**src/rtl/exu_pkg.sv**
```systemverilog
package exu_pkg;

    localparam int XLEN      = 64;
    localparam int REG_COUNT = 32;

    typedef logic [XLEN-1:0] xlen_t;
    typedef logic [31:0]     word_t;
    typedef logic [4:0]      reg_idx_t;
    typedef logic [7:0]      byte_mask_t;

    // one entry per supported instruction
    typedef enum logic [5:0] {
        ADD, SUB, SLL, SRL, SRA, AND, OR, XOR, SLT, SLTU,
        ADDW, SUBW, SLLW, SRLW, SRAW,
        MUL, MULW, DIVU, REMU, DIVW, REMW,
        LUI, AUIPC,
        JAL, JALR,
        BEQ, BNE, BLT, BGE, BLTU, BGEU,
        LB, LBU, LH, LHU, LW, LWU, LD,
        SB, SH, SW, SD
    } exec_op_t;

    typedef struct packed {
        exec_op_t op;
        // second operand taken from imm
        logic     use_imm;
        reg_idx_t rd;
        reg_idx_t rs1;
        reg_idx_t rs2;
        xlen_t    imm;
        xlen_t    pc;
    } exec_inst_t;

    typedef struct packed {
        logic       read_en;
        logic       write_en;
        xlen_t      addr;
        xlen_t      wdata;
        byte_mask_t wmask;
    } mem_req_t;

    typedef struct packed {
        logic     valid;
        reg_idx_t rd;
        logic     wen;
        xlen_t    data;
        xlen_t    pc;
        xlen_t    next_pc;
    } retire_t;

    // word results are widened from bit 31
    function automatic xlen_t sext_word(input word_t w);
        return {{(XLEN - 32){w[31]}}, w};
    endfunction

endpackage

```
**src/rtl/reg_file.sv**
```systemverilog
`timescale 1ns/1ps

module reg_file
    import exu_pkg::*;
(
    input  logic     clk,
    input  logic     reset,
    input  reg_idx_t rs1,
    input  reg_idx_t rs2,
    output xlen_t    rs1_data,
    output xlen_t    rs2_data,
    input  logic     wen,
    input  reg_idx_t rd,
    input  xlen_t    wdata
);

    xlen_t regs [REG_COUNT];

    always_ff @(posedge clk) begin
        if (reset) begin
            for (int i = 0; i < REG_COUNT; i++) begin
                regs[i] <= '0;
            end
        end else if (wen && rd != '0) begin
            regs[rd] <= wdata;
        end
    end

    assign rs1_data = regs[rs1];
    assign rs2_data = regs[rs2];

    // x0 stays zero across every write the stage makes
    x0_zero: assert property (
        @(posedge clk) disable iff (reset)
        regs[0] == '0
    ) else $error("register x0 holds %h", regs[0]);

endmodule

```
**config.mk**
```make
export PLATFORM = sky130hd
export DESIGN_NAME = reg_file
export DESIGN_NICKNAME = d
export VERILOG_FILES = /design/src/rtl/exu_pkg.sv /design/src/rtl/reg_file.sv
export SDC_FILE = /design/constraint.sdc
export NUM_CORES = 2
export LEC_CHECK = 0
export BUFFER_PORTS_ARGS = -buffer_cell sky130_fd_sc_hd__buf_4
export CAP_MARGIN = 20
export CORE_MARGIN = 2
export CORE_UTILIZATION = 30
export CTS_CLUSTER_SIZE = 16
export DETAILED_ROUTE_END_ITERATION = 16
export SYNTH_ARGS = -nofsm -noshare
export SYNTH_HDL_FRONTEND = slang
export SYNTH_SLANG_ARGS = --single-unit
```
**constraint.sdc**
```tcl
create_clock -name clk -period 3.5 [get_ports clk]
set_input_delay 0.35 -clock clk [delete_from_list [all_inputs] [get_ports clk]]
set_output_delay 0.35 -clock clk [all_outputs]
set_load 0.005 [all_outputs]
```
# Word-level counts from Yosys, hierarchy flattened
# Memories as Yosys holds them, arrays and structs flattened.
# Index checks and enable logic that the tools add are counted.
[word_totals] register_bits=0 ram_bits=2048 inputBits=82 word_cells=12 mem_count=1
[memory_table] name="regs" words=32 width=64 read_ports=2 rd_ports_with_merged_regs=0 wr=32 line_no="reg_file.sv:17" rtl="xlen_t regs [REG_COUNT];"
[classes] muxes=8 reduce_logical=3
[ops] operator="64-bit 2-to-1 mux" count=1
[ops] operator="64-bit OR reduction" count=1
[ops] operator="1-bit 2-to-1 mux" count=6
[ops] operator="5-bit 2-to-1 mux" count=1
[ops] operator="5-bit nonzero test" count=1
[ops] operator="1-bit logical AND" count=1

# Longest topological paths before layout
[depth] word_depth=7 mapped_depth=8 ltp_nobuf=5

# Worst setup path before layout
# Ideal clock, no wire load.
[synth_timing] kind="in2reg" start="in reset" end="mem regs[0][0] (netlist bit), enable pin" setup_ns=0.444 arrival_time_ns=2.100 required_time_ns=3.056 path_slack_ns=0.956 cell_stages=1 n_path_buf=1 cell_sequence="clkbuf_1"
[synth_lines] item="start, declared" line_no="reg_file.sv:7" rtl="input logic reset,"
[synth_lines] item="end, declared" line_no="reg_file.sv:17"

# Worst setup path in the final report
[layout_timing] start="in rs1[2]" end="out rs1_data[33]"
[layout_via] elab_chain_len=1
[layout_lines] item="start, declared" line_no="reg_file.sv:8" rtl="input reg_idx_t rs1,"
[layout_lines] item="memory read 32 x 64 bit"
[layout_lines] item="end, declared" line_no="reg_file.sv:10" rtl="output xlen_t rs1_data,"
# No other way between the ends.

==> metrics <==
critical path's slowest cell nor4_4; Final Cycle Share 101%; CP arrival 3.18 ns; Worst-path clk slew 0.06 ns; Worst Hold End regs[0][2]$_SDFFCE_PN0P_; most frequent cells in the layout 2048 x edfxtp_1, 1990 x and2_1, 869 x mux4_2, 537 x buf_4, 326 x o22ai_1; Critical Path End Type output pin; WL per Instance 37.5 um; static leakage 0.0427 uW; crit path launch type primary input; residual DRC count 0; hold depth 2; initial DRC count 14700; CP required 3.15 ns; setup violators final 1; worst path cell trace buf_4 -> buf_4 -> nand2_1 -> o22ai_1 -> a2111oi_0 -> nor4_4 -> buf_4 -> buf_4; global route overflow 0; Area Overhead vs Synth 17.5%; initial antenna violation count 87; die width 600 um; status finished with violations; Slew HR 15.0%; count of state elements after synthesis 2048; share of cells above drive strength 1 27.4%; placed cells 11700; post-synth top area share 57.6%; Power Density 487 mW/mm2; CTS tree done; Largest regs regs x2048; full die area 0.360 mm2; global-route wire length before repair 621000 um; IO Pins 210; CP max stage delay 0.72 ns; CTS Buffer Depth 3; final net count 7383; core area 0.353 mm2; Min-Delay Path Class primary input to flip-flop; largest net degree at the start of global routing 71; Reg with most FFs regs; final std cells w/o fill 12300; number of port buffers 209; PnR worst setup slack -0.0267 ns; post-layout min period 3.53 ns; CTS Root Cell clkbuf_16; Maximum Capacitance Violations 0; DR vias/cell 6.07; Final Hold Fails 0; Post-Syn Instances 7001; Syn Area/Cell 15.2 um2; RSZ-0062 raised after global routing false; failing checks negative setup slack; synth top area cells edfxtp_1 58%, mux4_2 18%, and2_1 12%; post-synthesis cell area 0.107 mm2; Final ANT Viol Nets 0; Max Slew Vio Count 0; CTS H-tree lvls 4; crit-path max FO 28; Sink Count 2048; Largest register FFs 2048; vias 74500; area leader, netlist edfxtp_1; post-route total power 61100 uW; fmax 284 MHz; total track usage 24.9%; worst hold path startpoint reset; GP Congestion 0.889; distinct cell type count after synthesis 41; yosys warns 0; critical path type primary input to output pin; Worst Tran Pin Value 1.27 ns; vias in the first global route 73000; final wirelength 461000 um; # fillers 33100; DR pass1 iterations 5; cell mode on critical path buf_4; Starting Density 30.2%; Detailed Place HPWL 271000 um; post-synthesis sequential area ratio 57.6%; Peak VDD IR 0.520 mV; chip height 600 um; Num CTS Buffers 222; Rows 218; leading cell type in the layout, fill and taps excluded edfxtp_1
## power by group
part	internal, uW	switching, uW
logic	3370	4670
clock network	13500	10500
registers	28300	744
total	45200	15900
## synthesized netlist by cell type (all sizes together)
| master | instances |
|---|---|
| mux2i | 286 |
| nand3 | 49 |
| nand3b | 6 |
| nand2b | 12 |
| or3b | 1 |
| nor3 | 6 |
| and3 | 1 |
| a31oi | 2 |
| o221ai | 1 |
| conb | 1 |
| a22oi | 196 |
| buf | 272 |
| or2 | 37 |
| or3 | 5 |
| a21oi | 41 |
| clkinv | 1 |
| nor4 | 95 |
| o31ai | 1 |
| nor2 | 68 |
| o22ai | 326 |
| mux4 | 869 |
| a211oi | 36 |
| and2 | 1991 |
| nor2b | 47 |
| nand2 | 23 |
| mux2 | 32 |
| clkbuf | 498 |
| a2111oi | 13 |
| edfxtp | 2048 |
| o311ai | 1 |
| a221oi | 5 |
| nand4 | 26 |
| o21ai | 5 |
## per-layer routing
| metal | vias up | track usage (%) | routed length [um] |
|---|---|---|---|
| met5 | - | 0 | 253 |
| met4 | 34 | 15.9 | 32700 |
| met3 | 1493 | 7.24 | 65000 |
| met2 | 6830 | 37.4 | 204000 |
| met1 | 38400 | 31.3 | 159000 |
| li1 | 27800 | - | - |
## worst max-delay path, delay by kind of cell
family,cells,cell delay [ns]
AOI/OAI and AO/OA,2,0.49
and+or+nand+nor,2,1.36
buffers and inverters,4,0.96
## worst max path at each step
| stage | start | to | slack (ns) | cells after the start |
|---|---|---|---|---|
| global route | rs1[2] | rs1_data[18] | 0.06 | 9 |
| detailed placement | rs1[2] | rs1_data[33] | -0.21 | 8 |
| global placement | rs1[2] | rs1_data[17] | -0.26 | 8 |
| floorplan | reset | regs[0][0]$_SDFFCE_PN0P_ | 0.96 | 1 |
| CTS | rs1[2] | rs1_data[18] | 0.003 | 9 |
| finish | rs1[2] | rs1_data[33] | -0.03 | 8 |
## stage by stage
stage	TNS (ns)	setup WS (ns)	hold WS [ns]	utilization [%]	instance area [um2]
2_1_floorplan	0	0.956	0.548	-	107000
3_3_place_gp	-1.20	-0.255	0.765	33.2	117000
3_5_place_dp	-0.366	-0.210	0.766	33.2	117000
4_1_cts	0	0.00301	0.382	35.4	125000
5_1_grt	0	0.0557	0.388	35.5	125000
6_report	-0.0267	-0.0267	0.399	35.5	125000
## layout make-up
type                            count  area [um2]  share of cell area [%]
Inverter                            1        3.75                 0.00299
Timing Repair Buffer              783        8210                    6.54
Sequential cell                  2048       61500                    49.0
Clock buffer                      273        5790                    4.62
Antenna cell                       65         163                   0.130
Tap cell                         4730        5920                    4.72
Clock inverter                    133        1470                    1.17
Multi-Input combinational cell   4245       42300                    33.8
## timing repair
action	4_1_cts	5_1_grt
setup endpoints to repair	2	2
hold buffers	65	0
resized for setup	2	2
hold endpoints to repair	1970	0
setup buffers	0	0
## cell families after synthesis
| group | count (synthesis) | synth area share (%) |
|---|---|---|
| AND/OR/NAND/NOR | 2367 | 13.6 |
| other | 1 | 0.00351 |
| buffers and inverters | 771 | 3.44 |
| AO/OA/AOI/OAI | 627 | 3.94 |
| multiplexers | 1187 | 21.4 |
| flip-flops | 2048 | 57.6 |
Note: power is estimated with default switching activity, not from simulation.
