## src/rtl/exu_pkg.sv

```systemverilog
package exu_pkg;

    localparam int XLEN      = 64;
    localparam int REG_COUNT = 32;

    typedef logic [XLEN-1:0] xlen_t;
    typedef logic [31:0]     word_t;
    typedef logic [4:0]      reg_idx_t;
    typedef logic [7:0]      byte_mask_t;

    // one entry per supported instruction
    typedef enum logic [5:0] {
        ADD, SUB, SLL, SRL, SRA, AND, OR, XOR, SLT, SLTU,
        ADDW, SUBW, SLLW, SRLW, SRAW,
        MUL, MULW, DIVU, REMU, DIVW, REMW,
        LUI, AUIPC,
        JAL, JALR,
        BEQ, BNE, BLT, BGE, BLTU, BGEU,
        LB, LBU, LH, LHU, LW, LWU, LD,
        SB, SH, SW, SD
    } exec_op_t;

    typedef struct packed {
        exec_op_t op;
        // second operand taken from imm
        logic     use_imm;
        reg_idx_t rd;
        reg_idx_t rs1;
        reg_idx_t rs2;
        xlen_t    imm;
        xlen_t    pc;
    } exec_inst_t;

    typedef struct packed {
        logic       read_en;
        logic       write_en;
        xlen_t      addr;
        xlen_t      wdata;
        byte_mask_t wmask;
    } mem_req_t;

    typedef struct packed {
        logic     valid;
        reg_idx_t rd;
        logic     wen;
        xlen_t    data;
        xlen_t    pc;
        xlen_t    next_pc;
    } retire_t;

    // word results are widened from bit 31
    function automatic xlen_t sext_word(input word_t w);
        return {{(XLEN - 32){w[31]}}, w};
    endfunction

endpackage

```

## src/rtl/load_store_unit.sv

```systemverilog
`timescale 1ns/1ps

module load_store_unit
    import exu_pkg::*;
(
    input  logic     inst_valid,
    input  exec_op_t op,
    input  xlen_t    addr,
    input  xlen_t    rs2_data,
    input  xlen_t    mem_rdata,
    output mem_req_t mem_req,
    output xlen_t    load_data
);

    logic        is_load;
    logic        is_store;
    byte_mask_t  size_mask;
    logic [15:0] lane_mask;
    logic [5:0]  lane_shift;
    xlen_t       rdata_lanes;

    assign is_load  = op inside {LB, LBU, LH, LHU, LW, LWU, LD};
    assign is_store = op inside {SB, SH, SW, SD};

    // access width as a mask at lane 0
    always_comb begin
        case (op)
            LB, LBU, SB: size_mask = 8'h01;
            LH, LHU, SH: size_mask = 8'h03;
            LW, LWU, SW: size_mask = 8'h0f;
            LD, SD:      size_mask = 8'hff;
            default:     size_mask = 8'h00;
        endcase
    end

    // upper byte of lane_mask catches a doubleword crossing
    assign lane_mask  = {8'h00, size_mask} << addr[2:0];
    assign lane_shift = {addr[2:0], 3'b000};

    always_comb begin
        mem_req.read_en  = inst_valid && is_load;
        mem_req.write_en = inst_valid && is_store;
        mem_req.addr     = addr;
        mem_req.wdata    = rs2_data << lane_shift;
        mem_req.wmask    = is_store ? lane_mask[7:0] : '0;
    end

    assign rdata_lanes = mem_rdata >> lane_shift;

    always_comb begin
        case (op)
            LB:      load_data = {{(XLEN - 8){rdata_lanes[7]}}, rdata_lanes[7:0]};
            LBU:     load_data = {{(XLEN - 8){1'b0}}, rdata_lanes[7:0]};
            LH:      load_data = {{(XLEN - 16){rdata_lanes[15]}}, rdata_lanes[15:0]};
            LHU:     load_data = {{(XLEN - 16){1'b0}}, rdata_lanes[15:0]};
            LW:      load_data = sext_word(rdata_lanes[31:0]);
            LWU:     load_data = {{(XLEN - 32){1'b0}}, rdata_lanes[31:0]};
            LD:      load_data = rdata_lanes;
            default: load_data = '0;
        endcase
    end

    // every accessed byte stays inside one aligned doubleword
    always_comb begin
        if (inst_valid && (is_load || is_store)) begin
            in_dword: assert final (lane_mask[15:8] == 8'h00)
                else $error("access at %h leaves the aligned doubleword", addr);
        end
    end

endmodule

```

## config.mk

```make
export PLATFORM = sky130hd
export DESIGN_NAME = load_store_unit
export DESIGN_NICKNAME = d
export VERILOG_FILES = /design/src/rtl/exu_pkg.sv /design/src/rtl/load_store_unit.sv
export SDC_FILE = /design/constraint.sdc
export NUM_CORES = 1
export LEC_CHECK = 0
export BUFFER_PORTS_ARGS = -buffer_cell sky130_fd_sc_hd__buf_2
export CAP_MARGIN = 10
export CORE_AREA = 3 3 154 156
export DETAILED_ROUTE_END_ITERATION = 8
export DIE_AREA = 0 0 157 159
export PLACE_DENSITY = 0.52
export SLEW_MARGIN = 25
export SYNTH_ARGS = -nofsm -noshare
export SYNTH_HDL_FRONTEND = slang
export SYNTH_SLANG_ARGS = --single-unit
```

## constraint.sdc

```tcl
create_clock -name vclk -period 2.4
set_input_delay 0.12 -clock vclk [all_inputs]
set_output_delay 0.12 -clock vclk [all_outputs]
set_load 0.01 [all_outputs]
```

---- Word level (Yosys, flattened, before mapping) ----
Index checks and enable logic that the tools add are counted.
storage, ports and cells
  flip-flop bits (word level) ............. 0
  latch bits .............................. 0
  memory bits (writable) .................. 0
  memory bits (read-only) ................. 0
  word-level logic and storage cells ...... 25
  memories ................................ 0
operators by class
  $add $sub $neg .......................... 0
  multiply operators ...................... 0
  div/mod/pow operators ................... 0
  $lt $le $gt $ge ......................... 0
  equal/unequal tests ..................... 11
  shifts and indexed selects .............. 3
  mux-type cells .......................... 3
  bitwise gates (word level) .............. 0
  reductions and logical operators ........ 8
operators by type and width
  cell                  number
  $pmux W64 S7          1
  $shl A64 B6 Y64       1
  $shr A64 B6 Y64       1
  $eq A6 B6 Y1 const B  10
  $pmux W8 S4           1
  $reduce_or A3 Y1      3
  $mux W8               1
  $shl A8 B3 Y8         1
  $reduce_bool A7 Y1    1
  $eq A6 B5 Y1 const B  1
  $reduce_bool A4 Y1    1
  $logic_and A1 B1 Y1   2
  $reduce_or A2 Y1      1

---- Logic depth before layout (Yosys ltp) ----
Gate-level depths: netlist of run 1.
  depth in word-level cells ............... 5
  mapped depth ............................ 8
  depth with buffers taken out ............ 5

---- Least setup slack after synthesis of run 1 ----
OpenSTA, ideal clock, no wires.
  path kind ............................... in2out
  start ................................... input port op[1]
  end ..................................... output port mem_req[4] in the netlist's numbering
  arrival time ............................ 1.584 ns
  required time ........................... 2.280 ns
  slack ................................... 0.696 ns
  cell stages on the path ................. 5
  buffers on the path ..................... 1
  path through ............................ buf_2 or3_1 a21oi_2 inv_1 a2111oi_1
RTL lines
  what             line                   text
  start, declared  load_store_unit.sv:7   input exec_op_t op,
  end, declared    load_store_unit.sv:11  output mem_req_t mem_req,

---- Worst setup path in the final report of run 1 ----
  start ................................... input port addr[0]
  end ..................................... output port load_data[44]
on the way
  cells in the longest elaborated chain, start to end .. 2
ends and longest elaborated chain
  what             line                   text
  start, declared  load_store_unit.sv:8   input xlen_t addr,
  $shr A64 B6 Y64  load_store_unit.sv:48  assign rdata_lanes = mem_rdata >> lane_shift;
  $pmux W64 S7     load_store_unit.sv:51  case (op)
  end, declared    load_store_unit.sv:12  output xlen_t load_data
No other way between the ends.

==> key figures, run 1 <==
Timing
  – Final Max Slew Viols: 0
  – Final period util: 0.9001
  – Final TNS setup: 0 ps
  – Final number of setup-violating endpoints: 0
  – RSZ-0062 raised after global routing: no
  – Slew @ Worst Pin: 812.5 ps
  – Final hold vios: 0
  – Highest clock rate: 462.9 MHz
  – Slew Limit Headroom: 0.4554
  – Crit path time final: 2160 ps

Synthesis
  – Yosys warning total: 0
  – Cell count after synthesis: 648
  – Sequential-to-total area share from yosys stat: 0
  – Synth unique cells: 46
  – Commonest cells post-synth: nand2_1, buf_4, nor2_1
  – Synth top area cells: mux4_2, buf_4, mux2i_1, nand2_1, mux2_2
  – Post-synth top area cell: mux4_2
  – Cell area after synthesis: roughly 4600 sq um
  – Synth top area share: 0.1954
  – Most common cell in the netlist: nand2_1
  – Syn_area_per_cell: 7.115 sq um
  – Syn Nets: 847

Global routing
  – Grt ovf: 0
  – Number of global-route vias before repair: 5549
  – Initial antenna violation count: 0
  – Largest net degree at the start of global routing: 60
  – GRT Util Overall: 0.1614
  – First-pass GRT wire length: ~33000 microns

Setup path
  – Max Fanout on Critical Path: 32
  – CP required: 2280 ps
  – Crit-path cells: buf_6, mux4_2, nand2b_1, nand4_2, o221a_4, nand2_1, buf_2
  – CP startpoint kind: primary input
  – WP data arrival: 2040 ps
  – CP endpoint kind: output port
  – Slowest CP cell: mux4_2
  – Crit Path Category: primary input to output port
  – Max incr delay on CP: approximately 550 ps

Place
  – Final RePlAce weighted congestion: 0.8752
  – I/O Buffers: 279
  – DP Area: approximately 5800 sq um
  – HPWL after DPL: ~18000 microns

Route
  – Detailed Route Iter0 Violations: between 300 and 400
  – DR vias: 5687
  – Total Routed Length: between 20000 and 25000 microns
  – Number of remaining DRC errors: 0
  – Metal3 WL: 1582 microns
  – Metal1 wirelength: 9061 microns
  – Routed Antenna Nets: 0
  – Via density per instance: 5.100
  – Highest metal used: met4
  – DR WL met2: 10490 microns
  – WL/cell: 19.69 microns
  – Total iterations of the first detailed-routing run: 5

Layout
  – Finished Cell Area: 5841 sq um
  – Area Growth Syn to Fin: 26.68%
  – Nets: 1031
  – Fraction of layout cells with a size suffix above 1: 0.4867
  – Area of the multi-input gates: 3811 sq um
  – Finished Core Util: 0.2596
  – Diodes inserted: 0
  – Register area: 0 sq um
  – Seq_cells: 0
  – # clk buffers: 0
  – Fill cells: 2550

Power and ir drop
  – PwrDens: 184.9 nW/um^2
  – Leakage: roughly 3 nW
  – Post-layout total power: 1.080 mW
  – Register share of total power: 0
  – Switching share of power: 0.5481
  – Psw: 592.0 uW
  – Clock share of power: 0
  – VDD IR-drop max: 0.08498 mV
  – Cell Int Power: 488.1 uW
  – Logic gate share of total power: 1.000

Floorplan
  – Core Area: 22500 sq um
  – Width of the die: 157 microns
  – Io pins: 401
  – Num rows: 55
  – Die area: 24960 sq um
  – Initial Utilization: 0.2049
  – Die span in y: 159 microns

Outcome
  – Outcome: finished, final reports clean

Run
  – Max Cap Violations: 0

CTS
  – CTS-repair resized insts: 0
  – CTS Hold Buffers Added: 0
  – Post-CTS setup buffers: 0

Hold path
  – Worst hold path type: primary input to output port
## path summary, 6_finish.rpt
| check | to | depth (start not counted) | from |
|---|---|---|---|
| max | load_data[44] | 7 | addr[0] |
| min | mem_req[118] | 0 | addr[46] |
## power by group through the flow
| stage | Combinational, mW | Sequential [mW] | Clock (mW) |
|---|---|---|---|
| finish | 1.08 | 0 | 0 |
| global route | 1.18 | 0 | 0 |
| CTS | 1.09 | 0 | 0 |
| detailed placement | 1.08 | 0 | 0 |
| global placement | 1.08 | 0 | 0 |
| floorplan | 0.749 | 0 | 0 |
## logic make-up (layout without fill, tap and decap cells)
family | count (synthesis) | count (layout) | synth area share
buffers and inverters | 129 | 311 | 0.1761
AOI/OAI and AO/OA | 151 | 151 | 0.1905
xor gates and xnor gates | 1 | 1 | 0.001900
and+or+nand+nor | 242 | 242 | 0.2421
muxes | 125 | 125 | 0.3894
## per-stage QoR
step,instances,hold slack (ps),setup WS [ps]
2_1_floorplan,648,331.8,695.6
3_3_place_gp,1115,240.1,294.7
3_5_place_dp,1115,240.1,255.7
4_1_cts,1115,240.1,247.6
5_1_grt,1115,240.0,86.28
6_report,1115,240.0,239.9
## worst max-delay path, delay by kind of cell
| family | cells | cell delay (ps) |
|---|---|---|
| buffers and inverters | 2 | 390 |
| and+or+nand+nor | 3 | 440 |
| muxes | 1 | 550 |
| AOI/OAI and AO/OA | 1 | 500 |
## layout make-up
| cell class | count | share of cell area |
|---|---|---|
| inverter | 6 | 0.003856 |
| multi-input combinational | 519 | 0.6525 |
| tap | 285 | 0.06105 |
| timing repair buffer | 305 | 0.2826 |
## cell usage in the layout (no fill, tap or decap), types with 2 or more instances in the layout
cell type,instances
nor2b_2,2
buf_12,4
inv_1,5
o22ai_1,12
and2_1,22
or3_1,2
nand3_1,5
a211oi_1,15
o21ai_0,52
buf_2,277
a31oi_1,8
mux4_2,40
a21oi_1,45
mux2i_1,50
nand2_2,10
nor2_1,62
mux2_2,35
o31ai_1,2
nor2b_1,12
nand2_1,107
o21ai_1,5
o21a_1,2
buf_4,23
nand2b_1,7
nor3_1,2
## routing by layer
layer | track usage | vias to the layer above
met5 | 0 | -
met4 | 0.05611 | 0
met3 | 0.01712 | 70
met2 | 0.2771 | 310
met1 | 0.2086 | 2681
li1 | - | 2626
Power figures use the tool's default switching activity.
==> inputs of run 2 (changes only) <==
--- a/config.mk
+++ b/config.mk
@@ -7,10 +7,10 @@
 export LEC_CHECK = 0
 export BUFFER_PORTS_ARGS = -buffer_cell sky130_fd_sc_hd__buf_2
 export CAP_MARGIN = 10
-export CORE_AREA = 3 3 154 156
+export CORE_AREA = 2 2 158 160
 export DETAILED_ROUTE_END_ITERATION = 8
-export DIE_AREA = 0 0 157 159
-export PLACE_DENSITY = 0.52
+export DIE_AREA = 0 0 160 162
+export PLACE_DENSITY = 0.5
 export SLEW_MARGIN = 25
 export SYNTH_ARGS = -nofsm -noshare
 export SYNTH_HDL_FRONTEND = slang
==> run 2 against run 1 <==
Net effect: first-iteration DRC count up 54%; total power up 1.5%; core utilization down 1.3 points; critical path type unchanged.
==> key figures, run 2 (synthesis results as in run 1) <==
Place
  – Dpl cells: 1158
  – I/O Buffers: roughly 280
  – Final RePlAce weighted congestion: 0.8956
  – Dpl ws: 293.3 ps
  – HPWL after DPL: 18470 microns

Global routing
  – Largest net degree at the start of global routing: 63
  – Met2 Usage GRT: 0.3056
  – Grt ovf: 0
  – First-pass GRT wire length: ~33000 microns
  – GR Util met1: 0.2031
  – Top Usage Layer GRT: met2
  – GRT Util Overall: 0.1656
  – Initial antenna violation count: 1
  – Number of global-route vias before repair: 5518
  – Met3 Usage GRT: 0.01839

Timing
  – RSZ-0062 raised after global routing: no
  – Final hold vios: 0
  – Final TNS setup: 0 ps
  – Highest clock rate: between 400 and 500 MHz
  – Worst setup margin: 339.7 ps
  – Final period util: 0.8585
  – Crit path time final: 2060 ps
  – Final Max Slew Viols: 0
  – Slew Limit Headroom: 0.6316
  – Slew @ Worst Pin: between 500 and 600 ps
  – Final number of setup-violating endpoints: 0

Floorplan
  – Num rows: 57
  – Core Area: 24110 sq um
  – Width of the die: approximately 160 microns
  – Initial Utilization: 0.1913
  – Io pins: 401
  – Die area: between 20000 and 30000 sq um
  – Die span in y: 162 microns

Layout
  – Commonest non-fill, non-tap cells in the layout: buf_2, nand2_1, nor2_1, o21ai_0, mux2i_1
  – Layout Cells excl Fill: 1159
  – Area Growth Syn to Fin: 28.93%
  – Fraction of layout cells with a size suffix above 1: 0.4880
  – Commonest non-fill, non-tap cell in the layout: buf_2
  – Register area: 0 sq um
  – Finished Core Util: 0.2466
  – Seq_cells: 0
  – # clk buffers: 0
  – Nets: 1035

Setup path
  – Slowest CP cell: mux4_2
  – Max Fanout on Critical Path: 17
  – Max incr delay on CP: 530 ps
  – CP bufs+invs: 2
  – CP startpoint kind: primary input
  – CP endpoint kind: output port
  – WP data arrival: 1940 ps
  – Crit Path Category: primary input to output port
  – Top delay family on crit path: compound AO/OA/AOI/OAI gates
  – Crit-path cells: buf_6, mux4_2, nand2b_1, nand4_2, o21a_2, o21ai_0, buf_2
  – CP required: 2280 ps

Route
  – Via density per instance: 4.922
  – Routed Antenna Nets: 0
  – DR vias: 5705
  – Total iterations of the first detailed-routing run: 5
  – WL/cell: 19.84 microns
  – Total Routed Length: 22990 microns
  – Number of remaining DRC errors: 0
  – Detailed Route Iter0 Violations: about 500

CTS
  – CTS Hold Buffers Added: 0
  – Post-CTS setup buffers: 0
  – CTS-repair resized insts: 0

Hold path
  – Worst hold path type: primary input to output port

Run
  – Max Cap Violations: 0

Power and ir drop
  – Leakage: 2.997 nW
  – Post-layout total power: 1.096 mW
  – PwrDens: 184.4 nW/um^2
  – VDD IR-drop max: roughly 0.07 mV

Outcome
  – Outcome: finished, final reports clean
==> run 2: worst paths after layout <==
path	startpoint	to	slack [ps]	depth (start not counted)
hold / removal	addr[60]	mem_req[132]	240	0
setup / recovery	addr[0]	load_data[29]	340	7
==> run 2: through the flow <==
stage               cell area, sq um  hold WS (ps)
floorplan                       4611         331.8
global placement                5942         240.1
detailed placement              5942         240.1
CTS                             5942         240.1
global route                    5942         240.0
finish                          5944         240.0
==> run 2: layer usage <==
layer	vias to the layer above	wire length [microns]
li1	2643	-
met1	2734	9401
met2	273	11410
met3	55	1501
met4	0	680
met5	-	0
==> run 2: final cells by class <==
type | instances | area [sq um]
fillers | 2785 | 18160
well taps | 324 | 405.4
multi-input cells | 519 | 3809
inverters | 6 | 22.52
repair buffers | 309 | 1705
diodes | 1 | 2.502
==> run 2: where the power goes <==
group	switching (mW)	internal, mW
logic	0.600	0.497
registers	0	0
clock network	0	0.0000000557
total	0.600	0.497
==> inputs of run 3 (changes only) <==
--- a/config.mk
+++ b/config.mk
@@ -7,10 +7,10 @@
 export LEC_CHECK = 0
 export BUFFER_PORTS_ARGS = -buffer_cell sky130_fd_sc_hd__buf_2
 export CAP_MARGIN = 10
-export CORE_AREA = 2 2 158 160
+export CORE_AREA = 2 2 154 156
 export DETAILED_ROUTE_END_ITERATION = 8
-export DIE_AREA = 0 0 160 162
-export PLACE_DENSITY = 0.5
+export DIE_AREA = 0 0 156 158
+export PLACE_DENSITY = 0.52
 export SLEW_MARGIN = 25
 export SYNTH_ARGS = -nofsm -noshare
 export SYNTH_HDL_FRONTEND = slang
==> run 3 against run 2 <==
Net effect: sequential share of layout area unchanged; die area down 4.9%; setup slack about the same; combinational power about the same; first-iteration DRC count down 36%; flip-flop and latch count unchanged; fmax about the same; wire length down 5.3%; critical path depth unchanged; worst hold slack unchanged.
==> key figures, run 3 (synthesis results as in run 1) <==
Global routing
  – First-pass GRT wire length: 31240 microns
  – Number of global-route vias before repair: between 5000 and 6000
  – Grt ovf: 0
  – Initial antenna violation count: 1
  – GRT Util Overall: 0.1628
  – Largest net degree at the start of global routing: roughly 70

Outcome
  – Outcome: finished, final reports clean

CTS
  – CTS Hold Buffers Added: 0
  – CTS-repair resized insts: 0
  – Post-CTS setup buffers: 0

Power and ir drop
  – Register share of total power: 0
  – Cell Int Power: 484.6 uW
  – PwrDens: 184.4 nW/um^2
  – Clock share of power: 0
  – Switching share of power: 0.5485
  – Leakage: 2.947 nW
  – Psw: 588.6 uW
  – Logic gate share of total power: 1.000
  – VDD IR-drop max: 0.06875 mV

Setup path
  – CP endpoint kind: output port
  – CP startpoint kind: primary input
  – WP data arrival: between 1500 and 2000 ps
  – Crit path from: addr[0]
  – Max Fanout on Critical Path: 32
  – CP required: 2280 ps
  – Crit Path Category: primary input to output port

Route
  – Total Routed Length: 21770 microns
  – Via density per instance: 5.052
  – Detailed Route Iter0 Violations: 323
  – DR vias: 5628
  – Routed Antenna Nets: 0
  – Total iterations of the first detailed-routing run: 4
  – WL/cell: 19.54 microns
  – Number of remaining DRC errors: 0

Timing
  – Final TNS setup: 0 ps
  – Slew Limit Headroom: 0.3671
  – Final period util: 0.8583
  – Slew @ Worst Pin: 944.2 ps
  – Final number of setup-violating endpoints: 0
  – Final hold vios: 0
  – Crit path time final: roughly 2000 ps
  – Worst setup margin: 340.0 ps
  – RSZ-0062 raised after global routing: no
  – Highest clock rate: roughly 490 MHz
  – Final Max Slew Viols: 0

Layout
  – Layout Cells excl Fill: 1114
  – Commonest non-fill, non-tap cells in the layout: buf_2, nand2_1, nor2_1, o21ai_0, mux2i_1
  – Area Growth Syn to Fin: 26.21%
  – Diodes inserted: 0
  – Area of the multi-input gates: 3816 sq um
  – Commonest non-fill, non-tap cell in the layout: buf_2
  – Fill cells: around 2700
  – # clk buffers: 0
  – Seq_cells: 0
  – Register area: 0 sq um
  – Nets: 1025
  – Fraction of layout cells with a size suffix above 1: 0.4842
  – Finished Cell Area: 5819 sq um

Place
  – Final RePlAce weighted congestion: 0.8352
  – I/O Buffers: around 280
  – Dpl ws: around 300 ps
  – Dpl cells: 1114
  – DP Area: 5819 sq um
  – HPWL after DPL: 17290 microns

Floorplan
  – Die span in y: about 160 microns
  – Initial Utilization: 0.2000
  – Width of the die: 156 microns
  – Io pins: 401
  – Die area: 24650 sq um
  – Core Area: 23050 sq um
  – Num rows: between 50 and 60

Run
  – Max Cap Violations: 0

Hold path
  – Worst hold path type: primary input to output port
  – HP Start: addr[9]
## run 3: cell types whose count changed in the layout (fill, tap and decap cells not counted), sizes merged
cell   previous run  this run
diode             1         0
buf             309       299
## run 3: per-layer routing
metal | global-route usage | vias to the layer above | wire length (microns)
met4 | 0.05767 | 2 | 829
met3 | 0.01834 | 65 | 1444
met1 | 0.1949 | 2665 | 8778
li1 | - | 2615 | -
met2 | 0.3007 | 281 | 10710
met5 | 0 | - | 11
## run 3: cell type report
cell class | instances | share of cell area
Multi-Input combinational cell | 519 | 0.6558
Timing Repair Buffer | 299 | 0.2780
Tap cell | 290 | 0.06235
Inverter | 6 | 0.003870
## run 3: critical path, cell delays in order
cell      delay, ps
buf_6           160
mux4_2          530
nand2b_1        180
nand4_2         130
o221a_4         490
nand2_1         110
buf_2           170
## run 3: through the flow
step,utilization,hold WS (ps),power (mW)
floorplan,-,331.8,0.7488
global placement,0.2523,240.1,1.073
detailed placement,0.2524,240.1,1.081
CTS,0.2524,240.1,1.083
global route,0.2524,240.0,1.173
finish,0.2524,240.0,1.073
## run 3: power groups by stage
stage / Sequential (mW) / Combinational [mW] / Clock [mW]
6_report: 0 / 1.07 / 0
5_1_grt: 0 / 1.17 / 0
4_1_cts: 0 / 1.08 / 0
3_5_place_dp: 0 / 1.08 / 0
3_3_place_gp: 0 / 1.07 / 0
2_1_floorplan: 0 / 0.749 / 0
## run 3: path summary, 6_finish.rpt
path                            end  slack [ps]  cells past startpoint
worst max-delay path  load_data[52]         340                      7
worst min-delay path    mem_req[81]         240                      0
